## config.mk

```make
export PLATFORM = sky130hd
export DESIGN_NAME = debug_unit
export DESIGN_NICKNAME = d
export VERILOG_FILES = /design/src/rtl/debug_host_pkg.sv /design/src/rtl/debug_cpu_pkg.sv /design/src/rtl/debug_unit.sv /design/src/rtl/register_dump_sender.sv /design/src/rtl/program_loader.sv /design/src/rtl/debug_control_fsm.sv
export SDC_FILE = /design/constraint.sdc
export NUM_CORES = 1
export LEC_CHECK = 0
export ABC_AREA = 0
export BUFFER_PORTS_ARGS = -buffer_cell sky130_fd_sc_hd__clkbuf_2
export CORE_ASPECT_RATIO = 0.6
export CORE_MARGIN = 2
export CORE_UTILIZATION = 44
export DETAILED_ROUTE_END_ITERATION = 6
export GPL_ROUTABILITY_DRIVEN = 0
export HOLD_SLACK_MARGIN = 0.12
export PLACE_DENSITY = 0.81
export SLEW_MARGIN = 20
export SYNTH_ARGS = -nofsm -noshare
export SYNTH_HDL_FRONTEND = slang
export SYNTH_SLANG_ARGS = --single-unit
```

## constraint.sdc

```tcl
create_clock -name i_clock -period 3.02 [get_ports i_clock]
set_input_delay 0.906 -clock i_clock [delete_from_list [all_inputs] [get_ports i_clock]]
set_output_delay 0.906 -clock i_clock [all_outputs]
set_load 0.01 [all_outputs]
```

## src/rtl/debug_host_pkg.sv

```systemverilog
package debug_host_pkg;

    ////////////////////////////////////////////////////////////
    // Byte format seen on the serial link.
    ////////////////////////////////////////////////////////////
    localparam int host_byte_width = 8;
    typedef logic [host_byte_width-1:0] host_byte_t;

    localparam host_byte_t cmd_soft_reset     = 8'h00; // Starts a new session.
    localparam host_byte_t announce_byte      = 8'h01; // Sent once reset is acknowledged.
    localparam host_byte_t cmd_run_continuous = 8'h03;
    localparam host_byte_t cmd_run_step       = 8'h07;
    localparam int         step_mode_bit      = 2;     // Set only in the step command.

    ////////////////////////////////////////////////////////////
    // Dump lanes, index 3 is the most significant byte.
    ////////////////////////////////////////////////////////////
    localparam int lanes_per_word = 4;
    typedef logic [$clog2(lanes_per_word)-1:0] lane_index_t;

    localparam host_byte_t [lanes_per_word-1:0] dump_ack_bytes = {8'h08, 8'h10, 8'h18, 8'h20};

    // Session phases of the control FSM.
    localparam int state_width = 3;
    localparam logic [state_width-1:0] st_idle       = 3'd0;
    localparam logic [state_width-1:0] st_soft_reset = 3'd1;
    localparam logic [state_width-1:0] st_announce   = 3'd2;
    localparam logic [state_width-1:0] st_load       = 3'd3;
    localparam logic [state_width-1:0] st_wait_start = 3'd4;
    localparam logic [state_width-1:0] st_run        = 3'd5;
    localparam logic [state_width-1:0] st_dump       = 3'd6;

endpackage
```

## src/rtl/debug_cpu_pkg.sv

```systemverilog
package debug_cpu_pkg;

    import debug_host_pkg::*;

    ////////////////////////////////////////////////////////////
    // Program memory side.
    ////////////////////////////////////////////////////////////
    localparam int instr_width     = 32;
    localparam int prog_addr_width = 10; // 1K instruction words.

    localparam logic [instr_width-1:0] halt_instruction = '1;

    typedef logic [prog_addr_width-1:0] prog_addr_t;

    ////////////////////////////////////////////////////////////
    // Register database read back after execution.
    ////////////////////////////////////////////////////////////
    localparam int database_words = 12;

    typedef logic [$clog2(database_words)-1:0] database_sel_t;

    // One instruction or register word. The loader shifts host bytes in
    // through the byte view and compares the whole word against HALT;
    // the dump sender picks one byte lane at a time.
    typedef union packed {
        logic [instr_width-1:0]          word;  // Whole instruction.
        host_byte_t [lanes_per_word-1:0] bytes; // Lane 3 is the MSB.
    } instr_word_u;

endpackage

```

## src/rtl/debug_unit.sv

```systemverilog
`timescale 1ns/1ns

module debug_unit
    import debug_host_pkg::*;
    import debug_cpu_pkg::*;
(
    input  logic          i_clock,
    input  logic          i_reset,
    input  logic          i_rx_done,
    input  host_byte_t    i_rx_data,
    input  logic          i_soft_reset_ack,
    input  logic          i_flag_halt,
    input  instr_word_u   i_database_word,
    output logic          o_tx_start,
    output host_byte_t    o_tx_data,
    output logic          o_soft_reset,
    output logic          o_prog_write,
    output prog_addr_t    o_prog_addr,
    output instr_word_u   o_prog_data,
    output logic          o_enable_pc,
    output logic          o_enable_pipeline,
    output database_sel_t o_database_sel
);

    logic       byte_strobe;
    host_byte_t rx_byte;
    logic       load_active;
    logic       load_done;
    logic       dump_start;
    host_byte_t dump_byte;
    logic       dump_busy;
    logic       dump_done;

    debug_control_fsm u_control (
        .i_clock          (i_clock),
        .i_reset          (i_reset),
        .i_rx_done        (i_rx_done),
        .i_rx_data        (i_rx_data),
        .i_soft_reset_ack (i_soft_reset_ack),
        .i_flag_halt      (i_flag_halt),
        .i_load_done      (load_done),
        .i_dump_byte      (dump_byte),
        .i_dump_busy      (dump_busy),
        .i_dump_done      (dump_done),
        .o_byte_strobe    (byte_strobe),
        .o_rx_byte        (rx_byte),
        .o_load_active    (load_active),
        .o_dump_start     (dump_start),
        .o_tx_start       (o_tx_start),
        .o_tx_data        (o_tx_data),
        .o_soft_reset     (o_soft_reset),
        .o_enable_pc      (o_enable_pc),
        .o_enable_pipeline(o_enable_pipeline)
    );

    program_loader u_loader (
        .i_clock      (i_clock),
        .i_reset      (i_reset),
        .i_load_active(load_active),
        .i_byte_strobe(byte_strobe),
        .i_rx_byte    (rx_byte),
        .o_prog_write (o_prog_write),
        .o_prog_addr  (o_prog_addr),
        .o_prog_data  (o_prog_data),
        .o_load_done  (load_done)
    );

    register_dump_sender u_dump (
        .i_clock        (i_clock),
        .i_reset        (i_reset),
        .i_dump_start   (dump_start),
        .i_byte_strobe  (byte_strobe),
        .i_rx_byte      (rx_byte),
        .i_database_word(i_database_word),
        .o_database_sel (o_database_sel),
        .o_dump_byte    (dump_byte),
        .o_dump_busy    (dump_busy),
        .o_dump_done    (dump_done)
    );

endmodule

```

## src/rtl/register_dump_sender.sv

```systemverilog
`timescale 1ns/1ns

module register_dump_sender
    import debug_host_pkg::*;
    import debug_cpu_pkg::*;
(
    input  logic          i_clock,
    input  logic          i_reset,
    input  logic          i_dump_start,
    input  logic          i_byte_strobe,
    input  host_byte_t    i_rx_byte,
    input  instr_word_u   i_database_word,
    output database_sel_t o_database_sel,
    output host_byte_t    o_dump_byte,
    output logic          o_dump_busy,
    output logic          o_dump_done
);

    localparam lane_index_t first_lane = lane_index_t'(lanes_per_word - 1);
    localparam database_sel_t last_word_index = database_sel_t'(database_words - 1);

    database_sel_t word_index;
    lane_index_t   lane;
    logic          ack_match;
    logic          last_lane;
    logic          last_word;

    // Each lane has its own acknowledge, anything else is ignored.
    assign ack_match = o_dump_busy && i_byte_strobe && (i_rx_byte == dump_ack_bytes[lane]);
    assign last_lane = (lane == '0);
    assign last_word = (word_index == last_word_index);

    ////////////////////////////////////////////////////////////
    // Word and lane walk
    ////////////////////////////////////////////////////////////

    always_ff @(posedge i_clock) begin
        if (!i_reset) begin
            word_index  <= '0;
            lane        <= first_lane;
            o_dump_busy <= 1'b0;
            o_dump_done <= 1'b0;
        end else begin
            o_dump_done <= ack_match && last_lane && last_word;

            if (i_dump_start) begin
                word_index  <= '0;
                lane        <= first_lane; // MSB goes out first.
                o_dump_busy <= 1'b1;
            end else if (ack_match) begin
                if (!last_lane) begin
                    lane <= lane - 1'b1;
                end else if (!last_word) begin
                    word_index <= word_index + 1'b1;
                    lane       <= first_lane;
                end else begin
                    o_dump_busy <= 1'b0; // Whole database sent.
                end
            end
        end
    end

    ////////////////////////////////////////////////////////////
    // Byte selection
    ////////////////////////////////////////////////////////////

    assign o_database_sel = word_index;
    assign o_dump_byte    = i_database_word.bytes[lane]; // Current lane of the word.

endmodule

```

## src/rtl/program_loader.sv

```systemverilog
`timescale 1ns/1ns

module program_loader
    import debug_host_pkg::*;
    import debug_cpu_pkg::*;
(
    input  logic        i_clock,
    input  logic        i_reset,
    input  logic        i_load_active,
    input  logic        i_byte_strobe,
    input  host_byte_t  i_rx_byte,
    output logic        o_prog_write,
    output prog_addr_t  o_prog_addr,
    output instr_word_u o_prog_data,
    output logic        o_load_done
);

    instr_word_u shift_word; // Bytes gathered so far.
    instr_word_u next_word;
    lane_index_t byte_count;
    logic        byte_taken;
    logic        word_complete;

    // Most significant byte arrives first, so shift towards lane 3.
    always_comb begin
        next_word.bytes = {shift_word.bytes[lanes_per_word-2:0], i_rx_byte};
    end

    assign byte_taken    = i_load_active && i_byte_strobe;
    assign word_complete = byte_taken && (byte_count == lane_index_t'(lanes_per_word - 1));

    ////////////////////////////////////////////////////////////
    // Counters and strobes
    ////////////////////////////////////////////////////////////

    always_ff @(posedge i_clock) begin
        if (!i_reset) begin
            byte_count   <= '0;
            o_prog_addr  <= '0;
            o_prog_write <= 1'b0;
            o_load_done  <= 1'b0;
        end else begin
            o_prog_write <= word_complete && (next_word.word != halt_instruction);
            o_load_done  <= word_complete && (next_word.word == halt_instruction);

            if (!i_load_active) begin
                byte_count  <= '0;
                o_prog_addr <= '0;
            end else begin
                if (i_byte_strobe) begin
                    byte_count <= byte_count + 1'b1; // Wraps after lane 0.
                end
                if (o_prog_write) begin
                    o_prog_addr <= o_prog_addr + 1'b1; // Next slot after a write.
                end
            end
        end
    end

    ////////////////////////////////////////////////////////////
    // Instruction data
    ////////////////////////////////////////////////////////////

    always_ff @(posedge i_clock) begin
        if (byte_taken) begin
            shift_word <= next_word;
        end
        if (word_complete) begin
            o_prog_data <= next_word; // Valid with the write strobe.
        end
    end

endmodule

```

## src/rtl/debug_control_fsm.sv

```systemverilog
`timescale 1ns/1ns

module debug_control_fsm
    import debug_host_pkg::*;
(
    input  logic       i_clock,
    input  logic       i_reset,
    input  logic       i_rx_done,
    input  host_byte_t i_rx_data,
    input  logic       i_soft_reset_ack,
    input  logic       i_flag_halt,
    input  logic       i_load_done,
    input  host_byte_t i_dump_byte,
    input  logic       i_dump_busy,
    input  logic       i_dump_done,
    output logic       o_byte_strobe,
    output host_byte_t o_rx_byte,
    output logic       o_load_active,
    output logic       o_dump_start,
    output logic       o_tx_start,
    output host_byte_t o_tx_data,
    output logic       o_soft_reset,
    output logic       o_enable_pc,
    output logic       o_enable_pipeline
);

    logic [state_width-1:0] state;
    logic [state_width-1:0] next_state;

    logic rx_done_q;    // Receiver done, one cycle late.
    logic byte_strobe;
    logic start_cmd;
    logic run_ends;
    logic mode_step;    // Zero for continuous.
    logic halt_seen;
    logic dump_start_q;

    ////////////////////////////////////////////////////////////
    // Receive strobe
    ////////////////////////////////////////////////////////////

    // A byte is taken on the falling edge of the done flag.
    assign byte_strobe   = ~i_rx_done & rx_done_q;
    assign o_byte_strobe = byte_strobe;
    assign o_rx_byte     = i_rx_data; // Sampled only while strobed.

    assign start_cmd = byte_strobe &&
                       ((i_rx_data == cmd_run_continuous) || (i_rx_data == cmd_run_step));

    // Step runs a single clock, continuous runs until halt.
    assign run_ends = mode_step || i_flag_halt;

    ////////////////////////////////////////////////////////////
    // State and session flags
    ////////////////////////////////////////////////////////////

    always_ff @(posedge i_clock) begin
        if (!i_reset) begin
            state        <= st_idle;
            rx_done_q    <= 1'b0;
            mode_step    <= 1'b0;
            halt_seen    <= 1'b0;
            dump_start_q <= 1'b0;
        end else begin
            state        <= next_state;
            rx_done_q    <= i_rx_done;
            dump_start_q <= (state == st_run) && run_ends; // Cycle after the last enable.

            if ((state == st_wait_start) && start_cmd) begin
                mode_step <= i_rx_data[step_mode_bit];
            end

            if (state == st_idle) begin
                halt_seen <= 1'b0;
            end else if ((state == st_run) && i_flag_halt) begin
                halt_seen <= 1'b1; // Kept through the dump.
            end
        end
    end

    always_comb begin
        next_state = state;
        case (state)
            st_idle: begin
                if (byte_strobe && (i_rx_data == cmd_soft_reset)) begin
                    next_state = st_soft_reset;
                end
            end
            st_soft_reset: begin
                if (!i_soft_reset_ack) begin // Processor ack is active low.
                    next_state = st_announce;
                end
            end
            st_announce: begin
                if (byte_strobe) begin // First program byte.
                    next_state = st_load;
                end
            end
            st_load: begin
                if (i_load_done) begin
                    next_state = st_wait_start;
                end
            end
            st_wait_start: begin
                if (start_cmd) begin
                    next_state = st_run;
                end
            end
            st_run: begin
                if (run_ends) begin
                    next_state = st_dump;
                end
            end
            st_dump: begin
                if (i_dump_done) begin
                    // Only a clean step may be followed by another start.
                    next_state = (mode_step && !halt_seen) ? st_wait_start : st_idle;
                end
            end
            default: begin
                next_state = st_idle;
            end
        endcase
    end

    ////////////////////////////////////////////////////////////
    // Outputs
    ////////////////////////////////////////////////////////////

    // The loader listens from announce on, so the byte that ends
    // the announce phase lands in the first instruction.
    assign o_load_active = (state == st_announce) || (state == st_load);
    assign o_dump_start  = dump_start_q;

    assign o_soft_reset      = (state != st_soft_reset); // Active low.
    assign o_enable_pc       = (state == st_run);
    assign o_enable_pipeline = (state == st_run);

    always_comb begin
        o_tx_start = 1'b0;
        o_tx_data  = '0;
        if (state == st_announce) begin
            o_tx_start = 1'b1;
            o_tx_data  = announce_byte;
        end else if ((state == st_dump) && i_dump_busy) begin
            o_tx_start = 1'b1;
            o_tx_data  = i_dump_byte; // Held until the host acknowledges.
        end
    end

endmodule

```

* Word-level counts from Yosys, hierarchy flattened
Index checks and enable logic that the tools add are counted.
** Word-level totals
- Word-level logic and storage cells :: 101
- Output and inout port bits :: 59
- Register bits after elaboration :: 85
- Bits of input ports :: 45
** Operators by class
- $lt $le $gt $ge :: 1
- Eq/ne operators :: 22
- Reductions and logical operators :: 32
- $add $sub $neg :: 4
- Bitwise logic cells :: 4
- Muxes and demuxes :: 23
** Operators by type and width (number)
- $bmux W8 S2 :: 2
- $eq A32 B32 Y1 const B :: 1
- $mux W8 :: 4
- $ne A32 B32 Y1 const B :: 1
- $mux W3 :: 8
- $pmux W3 S7 :: 1
- $logic_and A1 B1 Y1 :: 15
- $add A10 B1 Y10 const B :: 1
- $ne A2 B1 Y1 const B :: 5
- $eq A3 B3 Y1 const B :: 3
- $eq A8 B2 Y1 const B :: 1
- $eq A8 B3 Y1 const B :: 1
- $eq A8 B8 Y1 :: 1
- $logic_not A8 Y1 :: 1
- $reduce_and A7 Y1 :: 1
- $eq A3 B2 Y1 const B :: 2
- $mux W1 :: 6
- $ne A2 B2 Y1 const B :: 3
- $reduce_and A3 Y1 :: 2
- $reduce_bool A2 Y1 :: 3
- $add A4 B1 Y4 const B :: 1
- $eq A4 B4 Y1 const B :: 1
- $mux W2 :: 2
- $reduce_and A2 Y1 :: 2
- other kinds (13) :: 18

* Longest topological paths before layout
Gate-level depths: netlist of the first run.
- Depth after elaboration :: 6
- Depth in mapped cells :: 8
- Mapped depth without buffers :: 6

* By module
A second synthesis of the first run with hierarchy kept.
** Unflattened totals
- Cell total of the unflattened synthesis :: 266
- Area, all modules :: 3686.0 µm²
** By module, submodules not included
- program_loader :: cells each 128, seq. area each 1961.9 µm², area each 2336.0 µm², instances 1
- register_dump_sender :: cells each 63, seq. area each 160.2 µm², area each 733.2 µm², instances 1
- debug_control_fsm :: cells each 75, seq. area each 140.1 µm², area each 616.8 µm², instances 1

* Worst setup path before layout of the first run
OpenSTA, ideal clock, no wires.
- Path kind :: input to output
- Start :: in i_database_word[24] (netlist name)
- End :: out o_tx_data[0]
- Path buffers :: 0
- Path slack :: 0.605 ns
- Required time :: 2.114 ns
- Stages :: 3
- Arrival time :: 1.509 ns
- Path through :: mux4_2 > nand2_1 > a21oi_1
** Between the ends
- Word-level cells in the longest chain between the ends :: 4
** RTL lines
- from (decl) :: RTL line debug_unit.sv:13 : input instr_word_u i_database_word,
- $bmux W8 S2 :: RTL line register_dump_sender.sv:68 : assign o_dump_byte = i_database_word.bytes[lane];
- $mux W8 (not written as such) :: RTL line register_dump_sender.sv:68
- $mux W8 :: RTL line debug_control_fsm.sv:145 : end else if ((state == st_dump) && i_dump_busy) begin
- $mux W8 :: RTL line debug_control_fsm.sv:142 : if (state == st_announce) begin
- to (decl) :: RTL line debug_unit.sv:15 : output host_byte_t o_tx_data,
No other way between the ends. The select of a mux whose other input is x is not followed.

* Final worst setup path of the first run
- Start :: reg u_control.state[0]
- End :: out o_enable_pc
** Between the ends
- Word-level cells in the longest chain between the ends :: 1
** RTL lines
- from (decl) :: RTL line debug_control_fsm.sv:27 : logic [state_width-1:0] state;
- from (signal assigned) :: RTL line debug_control_fsm.sv:59 : state <= st_idle;
- from (signal assigned) :: RTL line debug_control_fsm.sv:65 : state <= next_state;
- $eq A3 B3 Y1 :: RTL line debug_control_fsm.sv:136 : assign o_enable_pc = (state == st_run);
- to (decl) :: RTL line debug_unit.sv:20 : output logic o_enable_pc,
No other way between the ends.

==> results.json, run 1 <==
{
  "arrival_ns": 1.75,
  "wl_per_cell_um": 15.5,
  "routed_via_density": 5.23,
  "path_class": "reg -> out",
  "clkTransAtPathRegs_ns": 0.06,
  "synth_xor_area_frac": 0.0274,
  "dp_hpwl_mm": 5.57,
  "post-route-min-period_ns": 2.66,
  "fin_nets": 417,
  "postCtsSetupBuffers": 0,
  "worst_setup_path_end_kind": "output port",
  "start_util": 0.450,
  "synthTopCellsByCount": "edfxtp_1, dfxtp_1, nor2_1, nand2_1, nand4_1",
  "antenna_found_initial": 0,
  "rows": 25,
  "yosys-top-cells-area": "edfxtp_1, dfxtp_1, mux4_2, nand4_1, nor2_1",
  "worstSkewPairLatency_ns": 0.33,
  "grt_max_degree": 34,
  "synth-seq-cells": 85,
  "ys_types": 48,
  "synth_fp_nets": 310,
  "htree_levels": 3,
  "clkSinkCount": 85,
  "dieHeight_um": 73.3,
  "netlist_instances": 261,
  "cts-root-buf": "clkbuf_16",
  "timing.final.crit_share": 0.880,
  "setup_viol": 0,
  "grtUsageTotal": 0.181,
  "drc": 0,
  "synth.largest_area_cell": "edfxtp_1",
  "fp.dieW_um": 119,
  "final_core_util": 0.566,
  "first_global_vias": 2363,
  "die_area_mm2": 0.00875,
  "synthArstFlopShare": 0,
  "synth_area_mm2": 0.00352,
  "antenna_cells": 0,
  "clock_path_buffers": 2,
  "firstDrtPassIters": 5,
  "synthSimpleGateAreaFrac": 0.168,
  "crit_fanout": 16,
  "synth_top_family_by_area": "simple AND/OR/NAND/NOR gates",
  "ir_drop_uv": 267,
  "tightest_slew_ns": 0.657,
  "placedCellCount": 465,
  "fin_area_mm2": 0.00443,
  "synthAdderAreaFrac": 0.0142,
  "grt_setup_unrepaired": "false",
  "cts_tree": "done",
  "max_freq_mhz": 376,
  "pwr_density_cell_mw_per_mm2": 536,
  "ant_nets": 0,
  "synth_ff_type": "edfxtp_1",
  "path_cells": "nor2b_1, and2_1, clkbuf_2",
  "grt_overflow": 0,
  "areaGrowthSynthToFinish_pct": 25.9,
  "critPathLaunchType": "register",
  "cp_data_required_time_ns": 2.11,
  "clock_skew_ns": 0.00425,
  "vias": 2516,
  "regToRegSetupSlack_ns": 0.74,
  "setup_tns_ns": 0,
  "p_leak_nw": 1.73,
  "hp-class": "reg -> reg",
  "synth-compound-area-share": 0.0583,
  "grt_pass1_wl_mm": 11.8,
  "io_pins": 104,
  "fp.coreArea_mm2": 0.00782,
  "maxCapViolations": 0,
  "drive_gt1_frac": 0.370,
  "synth_edf_count": 56,
  "drtIter0Drc": 152,
  "cts_hold_buf": 0,
  "wirelength_mm": 7.48,
  "slowest_delay_ns": 0.65,
  "muxShareOfSynthArea": 0.0655,
  "numCtsBuffers": 9,
  "slew_headroom": 0.556,
  "synth.avg_cell_area_um2": 13.5,
  "placed_area_mm2": 0.00413,
  "status": "finished, final reports clean",
  "power.total_mw": 2.38,
  "io_buffers": 103,
  "synth.top_cell.area_share": 0.478,
  "worst_path_max_delay_cell": "dfxtp_1",
  "fin_cells": 481,
  "ys_warn_count": 0,
  "hold_viol": 0,
  "slew_viol_final": 0,
  "synth.most_common_cell": "edfxtp_1",
  "yosysSeqAreaShare": 0.643
}
## cell type report
type                    count  area [um2]
flip-flops and latches     85        2260
fillers                   654        3390
repair buffers            105         531
clock inverters             7        72.6
well taps                 108         135
multi-input cells         159        1170
clock buffers               9         225
inverters                   8        30.0
## critical path, delay by kind of cell, from the launching register on
kind | cells | cell delay, ns
buffers and inverters | 1 | 0.16
DFF | 1 | 0.65
and+or+nand+nor | 2 | 0.61
## timing repair
action                     in CTS  in global routing
hold endpoints to repair        0                  0
gates resized for setup         0                  1
setup endpoints to repair       0                  1
## routing by layer
metal	GRT usage	share of wire	vias to the layer above
li1	-	-	1204
met1	0.239	0.45	1185
met2	0.289	0.47	123
met3	0.0652	0.081	4
met4	0.0510	0.0064	0
met5	0	0	-
## cell usage in the layout (no fill, tap or decap), drive strengths merged, types with 2 or more instances in the layout
master,netlist,routed
a21oi,9,9
a31oi,2,2
and2,5,5
and3,4,4
and4,3,3
buf,3,2
clkbuf,6,112
clkinv,0,3
dfxtp,29,29
edfxtp,56,56
ha,4,4
inv,8,10
mux2i,5,5
mux4,8,8
nand2,15,15
nand2b,4,4
nand3,4,4
nand4,14,14
nand4b,2,2
nor2,19,19
nor2b,9,9
nor3,4,4
nor4,3,3
o21ai,6,6
o311ai,2,2
o31ai,3,3
o41ai,3,3
or2,2,2
or3,5,5
xnor2,6,6
xor2,5,5
## report_power, final
part	total (mW)	switching [mW]	internal [mW]	leakage (nW)
clock	1.08	0.436	0.643	0.144
sequential	1.23	0.000637	1.23	0.736
combinational	0.0678	0.0314	0.0364	0.850
## registers in the layout (all words and copies together) (netlist names)
name,flops
u_loader.o_prog_addr,10
u_loader.byte_count,2
u_control.rx_done_q,1
u_dump.o_dump_busy,1
u_loader.o_load_done,1
u_dump.o_dump_done,1
u_control.o_dump_start,1
u_dump.lane,2
u_control.halt_seen,1
u_control.mode_step,1
u_loader.o_prog_write,1
u_loader.shift_word,24
u_loader.o_prog_data,32
u_control.state,3
u_dump.o_database_sel,4
## stage by stage
step                      hold slack (ns)  setup slack (ns)
final                               0.453             0.363
after global routing                0.460             0.265
after CTS                           0.453             0.140
after detailed placement            0.439             0.373
after global placement              0.432             0.382
after floorplan                     0.426             0.605
## final timing paths
| kind | startpoint | endpoint | cells past startpoint |
|---|---|---|---|
| setup reg to reg | u_dump.lane[1] | u_dump.lane[0] | 6 |
| hold / removal | u_loader.shift_word[17] | u_loader.o_prog_data[25] | 0 |
| hold reg to reg | u_loader.shift_word[17] | u_loader.o_prog_data[25] | 0 |
| setup / recovery | u_control.state[0] | o_enable_pc | 3 |
## cells by family (layout without fill, tap and decap cells)
logic type	count (synthesis)	in the layout
xor gates and xnor gates	11	11
DFF	85	85
muxes	13	13
adders and majority gates	4	4
and+or+nand+nor	100	100
buffers and inverters	17	129
AOI/OAI and AO/OA	31	31
Power figures use the tool's default switching activity.
==> inputs of run 2 (changes only) <==
==> constraint.sdc (replaced) <==
create_clock -name i_clock -period 2.7 [get_ports i_clock]
set_input_delay 0.81 -clock i_clock [delete_from_list [all_inputs] [get_ports i_clock]]
set_output_delay 0.81 -clock i_clock [all_outputs]
set_load 0.01 [all_outputs]
==> results.json, run 2 (synthesized netlist as in run 1, its figures left out) <==
{
  "worst_setup_path_end_kind": "output port",
  "layout_common_cells": "clkbuf_2, edfxtp_1, dfxtp_1",
  "p_leak_nw": 1.75,
  "pwr_density_cell_mw_per_mm2": 591,
  "routed_via_density": 5.17,
  "io_buffers": 103,
  "fin_cells": 485,
  "drive_gt1_frac": 0.374,
  "critPathLaunchType": "register",
  "tightest_slew_ns": 0.673,
  "io_pins": 104,
  "slew_headroom": 0.546,
  "min-delay-start": "u_loader.shift_word[21]",
  "critPathLaunch": "u_control.state[0]",
  "status": "finished, final reports clean",
  "wl_met3_um": 603,
  "postCtsSetupBuffers": 0,
  "cts-root-buf": "clkbuf_16",
  "numCtsBuffers": 9,
  "areaGrowthSynthToFinish_pct": 26.6,
  "arrival_ns": 1.69,
  "maxCapViolations": 0,
  "dieHeight_um": 73.3,
  "r2r_end": "u_dump.lane[0]",
  "met1_length_mm": 3.36,
  "hold_viol": 0,
  "timing.final.crit_share": 0.926,
  "cts_hold_buf": 0,
  "wl_met2_mm": 3.26,
  "first_global_vias": 2437,
  "fp.coreArea_mm2": 0.00782,
  "cts_tree": "done",
  "path_class": "reg -> out",
  "slew_viol_final": 0,
  "setup_viol": 0,
  "drtIter0Drc": 211,
  "dp_hpwl_mm": 5.47,
  "max_freq_mhz": 400,
  "antenna_found_initial": 0,
  "grt_setup_unrepaired": "false",
  "cts_resized": 0,
  "grt_pass1_wl_mm": 11.8,
  "r2r_start": "u_dump.lane[0]",
  "die_area_mm2": 0.00875,
  "post-route-min-period_ns": 2.50,
  "rows": 25,
  "hp-class": "reg -> reg",
  "crit_fanout": 16,
  "grtUsageTotal": 0.180,
  "antenna_cells": 0,
  "worstSetupEndpoint": "o_enable_pipeline",
  "grt_overflow": 0,
  "clkTransAtPathRegs_ns": 0.06,
  "drc": 0,
  "clock_skew_ns": 0.00475,
  "htree_levels": 3,
  "fin_nets": 421,
  "ant_nets": 0,
  "largest_reg_flops": 32,
  "largestRegisters": "u_loader.o_prog_data (32), u_loader.shift_word (24), u_loader.o_prog_addr (10)",
  "wl_per_cell_um": 15.0,
  "ir_drop_uv": 252,
  "grt_max_degree": 34,
  "clock_path_buffers": 2,
  "start_util": 0.450,
  "fp.dieW_um": 119,
  "layout_commonest_cell": "clkbuf_2",
  "vias": 2507,
  "setup_tns_ns": 0,
  "worstSkewPairLatency_ns": 0.34,
  "placedCellCount": 469,
  "firstDrtPassIters": 4,
  "cp_data_required_time_ns": 1.89,
  "clkSinkCount": 85,
  "regToRegSetupSlack_ns": 0.49,
  "reg2regPathDepth": 7,
  "wirelength_mm": 7.29,
  "top_register": "u_loader.o_prog_data",
  "routed.top_layer": "met4"
}
-- run 2: how the worst min path moves through the flow --
| stage | slack [ns] | cells after the start | to |
|---|---|---|---|
| 5_1_grt | 0.46 | 0 | u_loader.o_prog_data[29] |
| 4_1_cts | 0.45 | 0 | u_loader.o_prog_data[29] |
| 6_report | 0.45 | 0 | u_loader.o_prog_data[29] |
| 3_5_place_dp | 0.44 | 0 | u_loader.o_prog_data[26] |
| 3_3_place_gp | 0.44 | 0 | u_loader.o_prog_data[31] |
| 2_1_floorplan | 0.43 | 0 | u_loader.o_prog_data[24] |
-- run 2: metal layers --
metal,up-vias,track usage
li1,1216,-
met1,1179,0.239
met2,107,0.281
met3,5,0.0730
met4,0,0.0471
met5,-,0
-- run 2: cell type report --
class | instances | area, um2
Timing Repair Buffer | 109 | 561
Sequential cell | 85 | 2260
Multi-Input combinational cell | 159 | 1170
Tap cell | 108 | 135
Clock buffer | 11 | 254
Inverter | 8 | 30.0
Clock inverter | 5 | 40.0
Fill cell | 657 | 3370
-- run 2: critical path: stages, from the launching register on --
cell      delay (ns)
dfxtp_1         0.60
nor2b_1         0.32
and2_1          0.27
clkbuf_2        0.17
-- run 2: where the power goes --
group / internal (mW) / switching, mW
Combinational: 0.0407 / 0.0351
Sequential: 1.37 / 0.000735
Clock: 0.689 / 0.493
Total: 2.10 / 0.528
-- run 2: stage by stage --
| step | instance area, um2 | utilization | hold WS, ns | worst slack [ns] | total power [mW] |
|---|---|---|---|---|---|
| global placement | 4160 | 0.532 | 0.435 | 0.248 | 1.48 |
| global route | 4450 | 0.570 | 0.459 | 0.0556 | 2.73 |
| CTS | 4450 | 0.570 | 0.453 | 0.190 | 2.65 |
| detailed placement | 4160 | 0.532 | 0.440 | 0.249 | 1.48 |
| finish | 4450 | 0.570 | 0.450 | 0.200 | 2.63 |
| floorplan | 3520 | - | 0.426 | 0.397 | 1.43 |
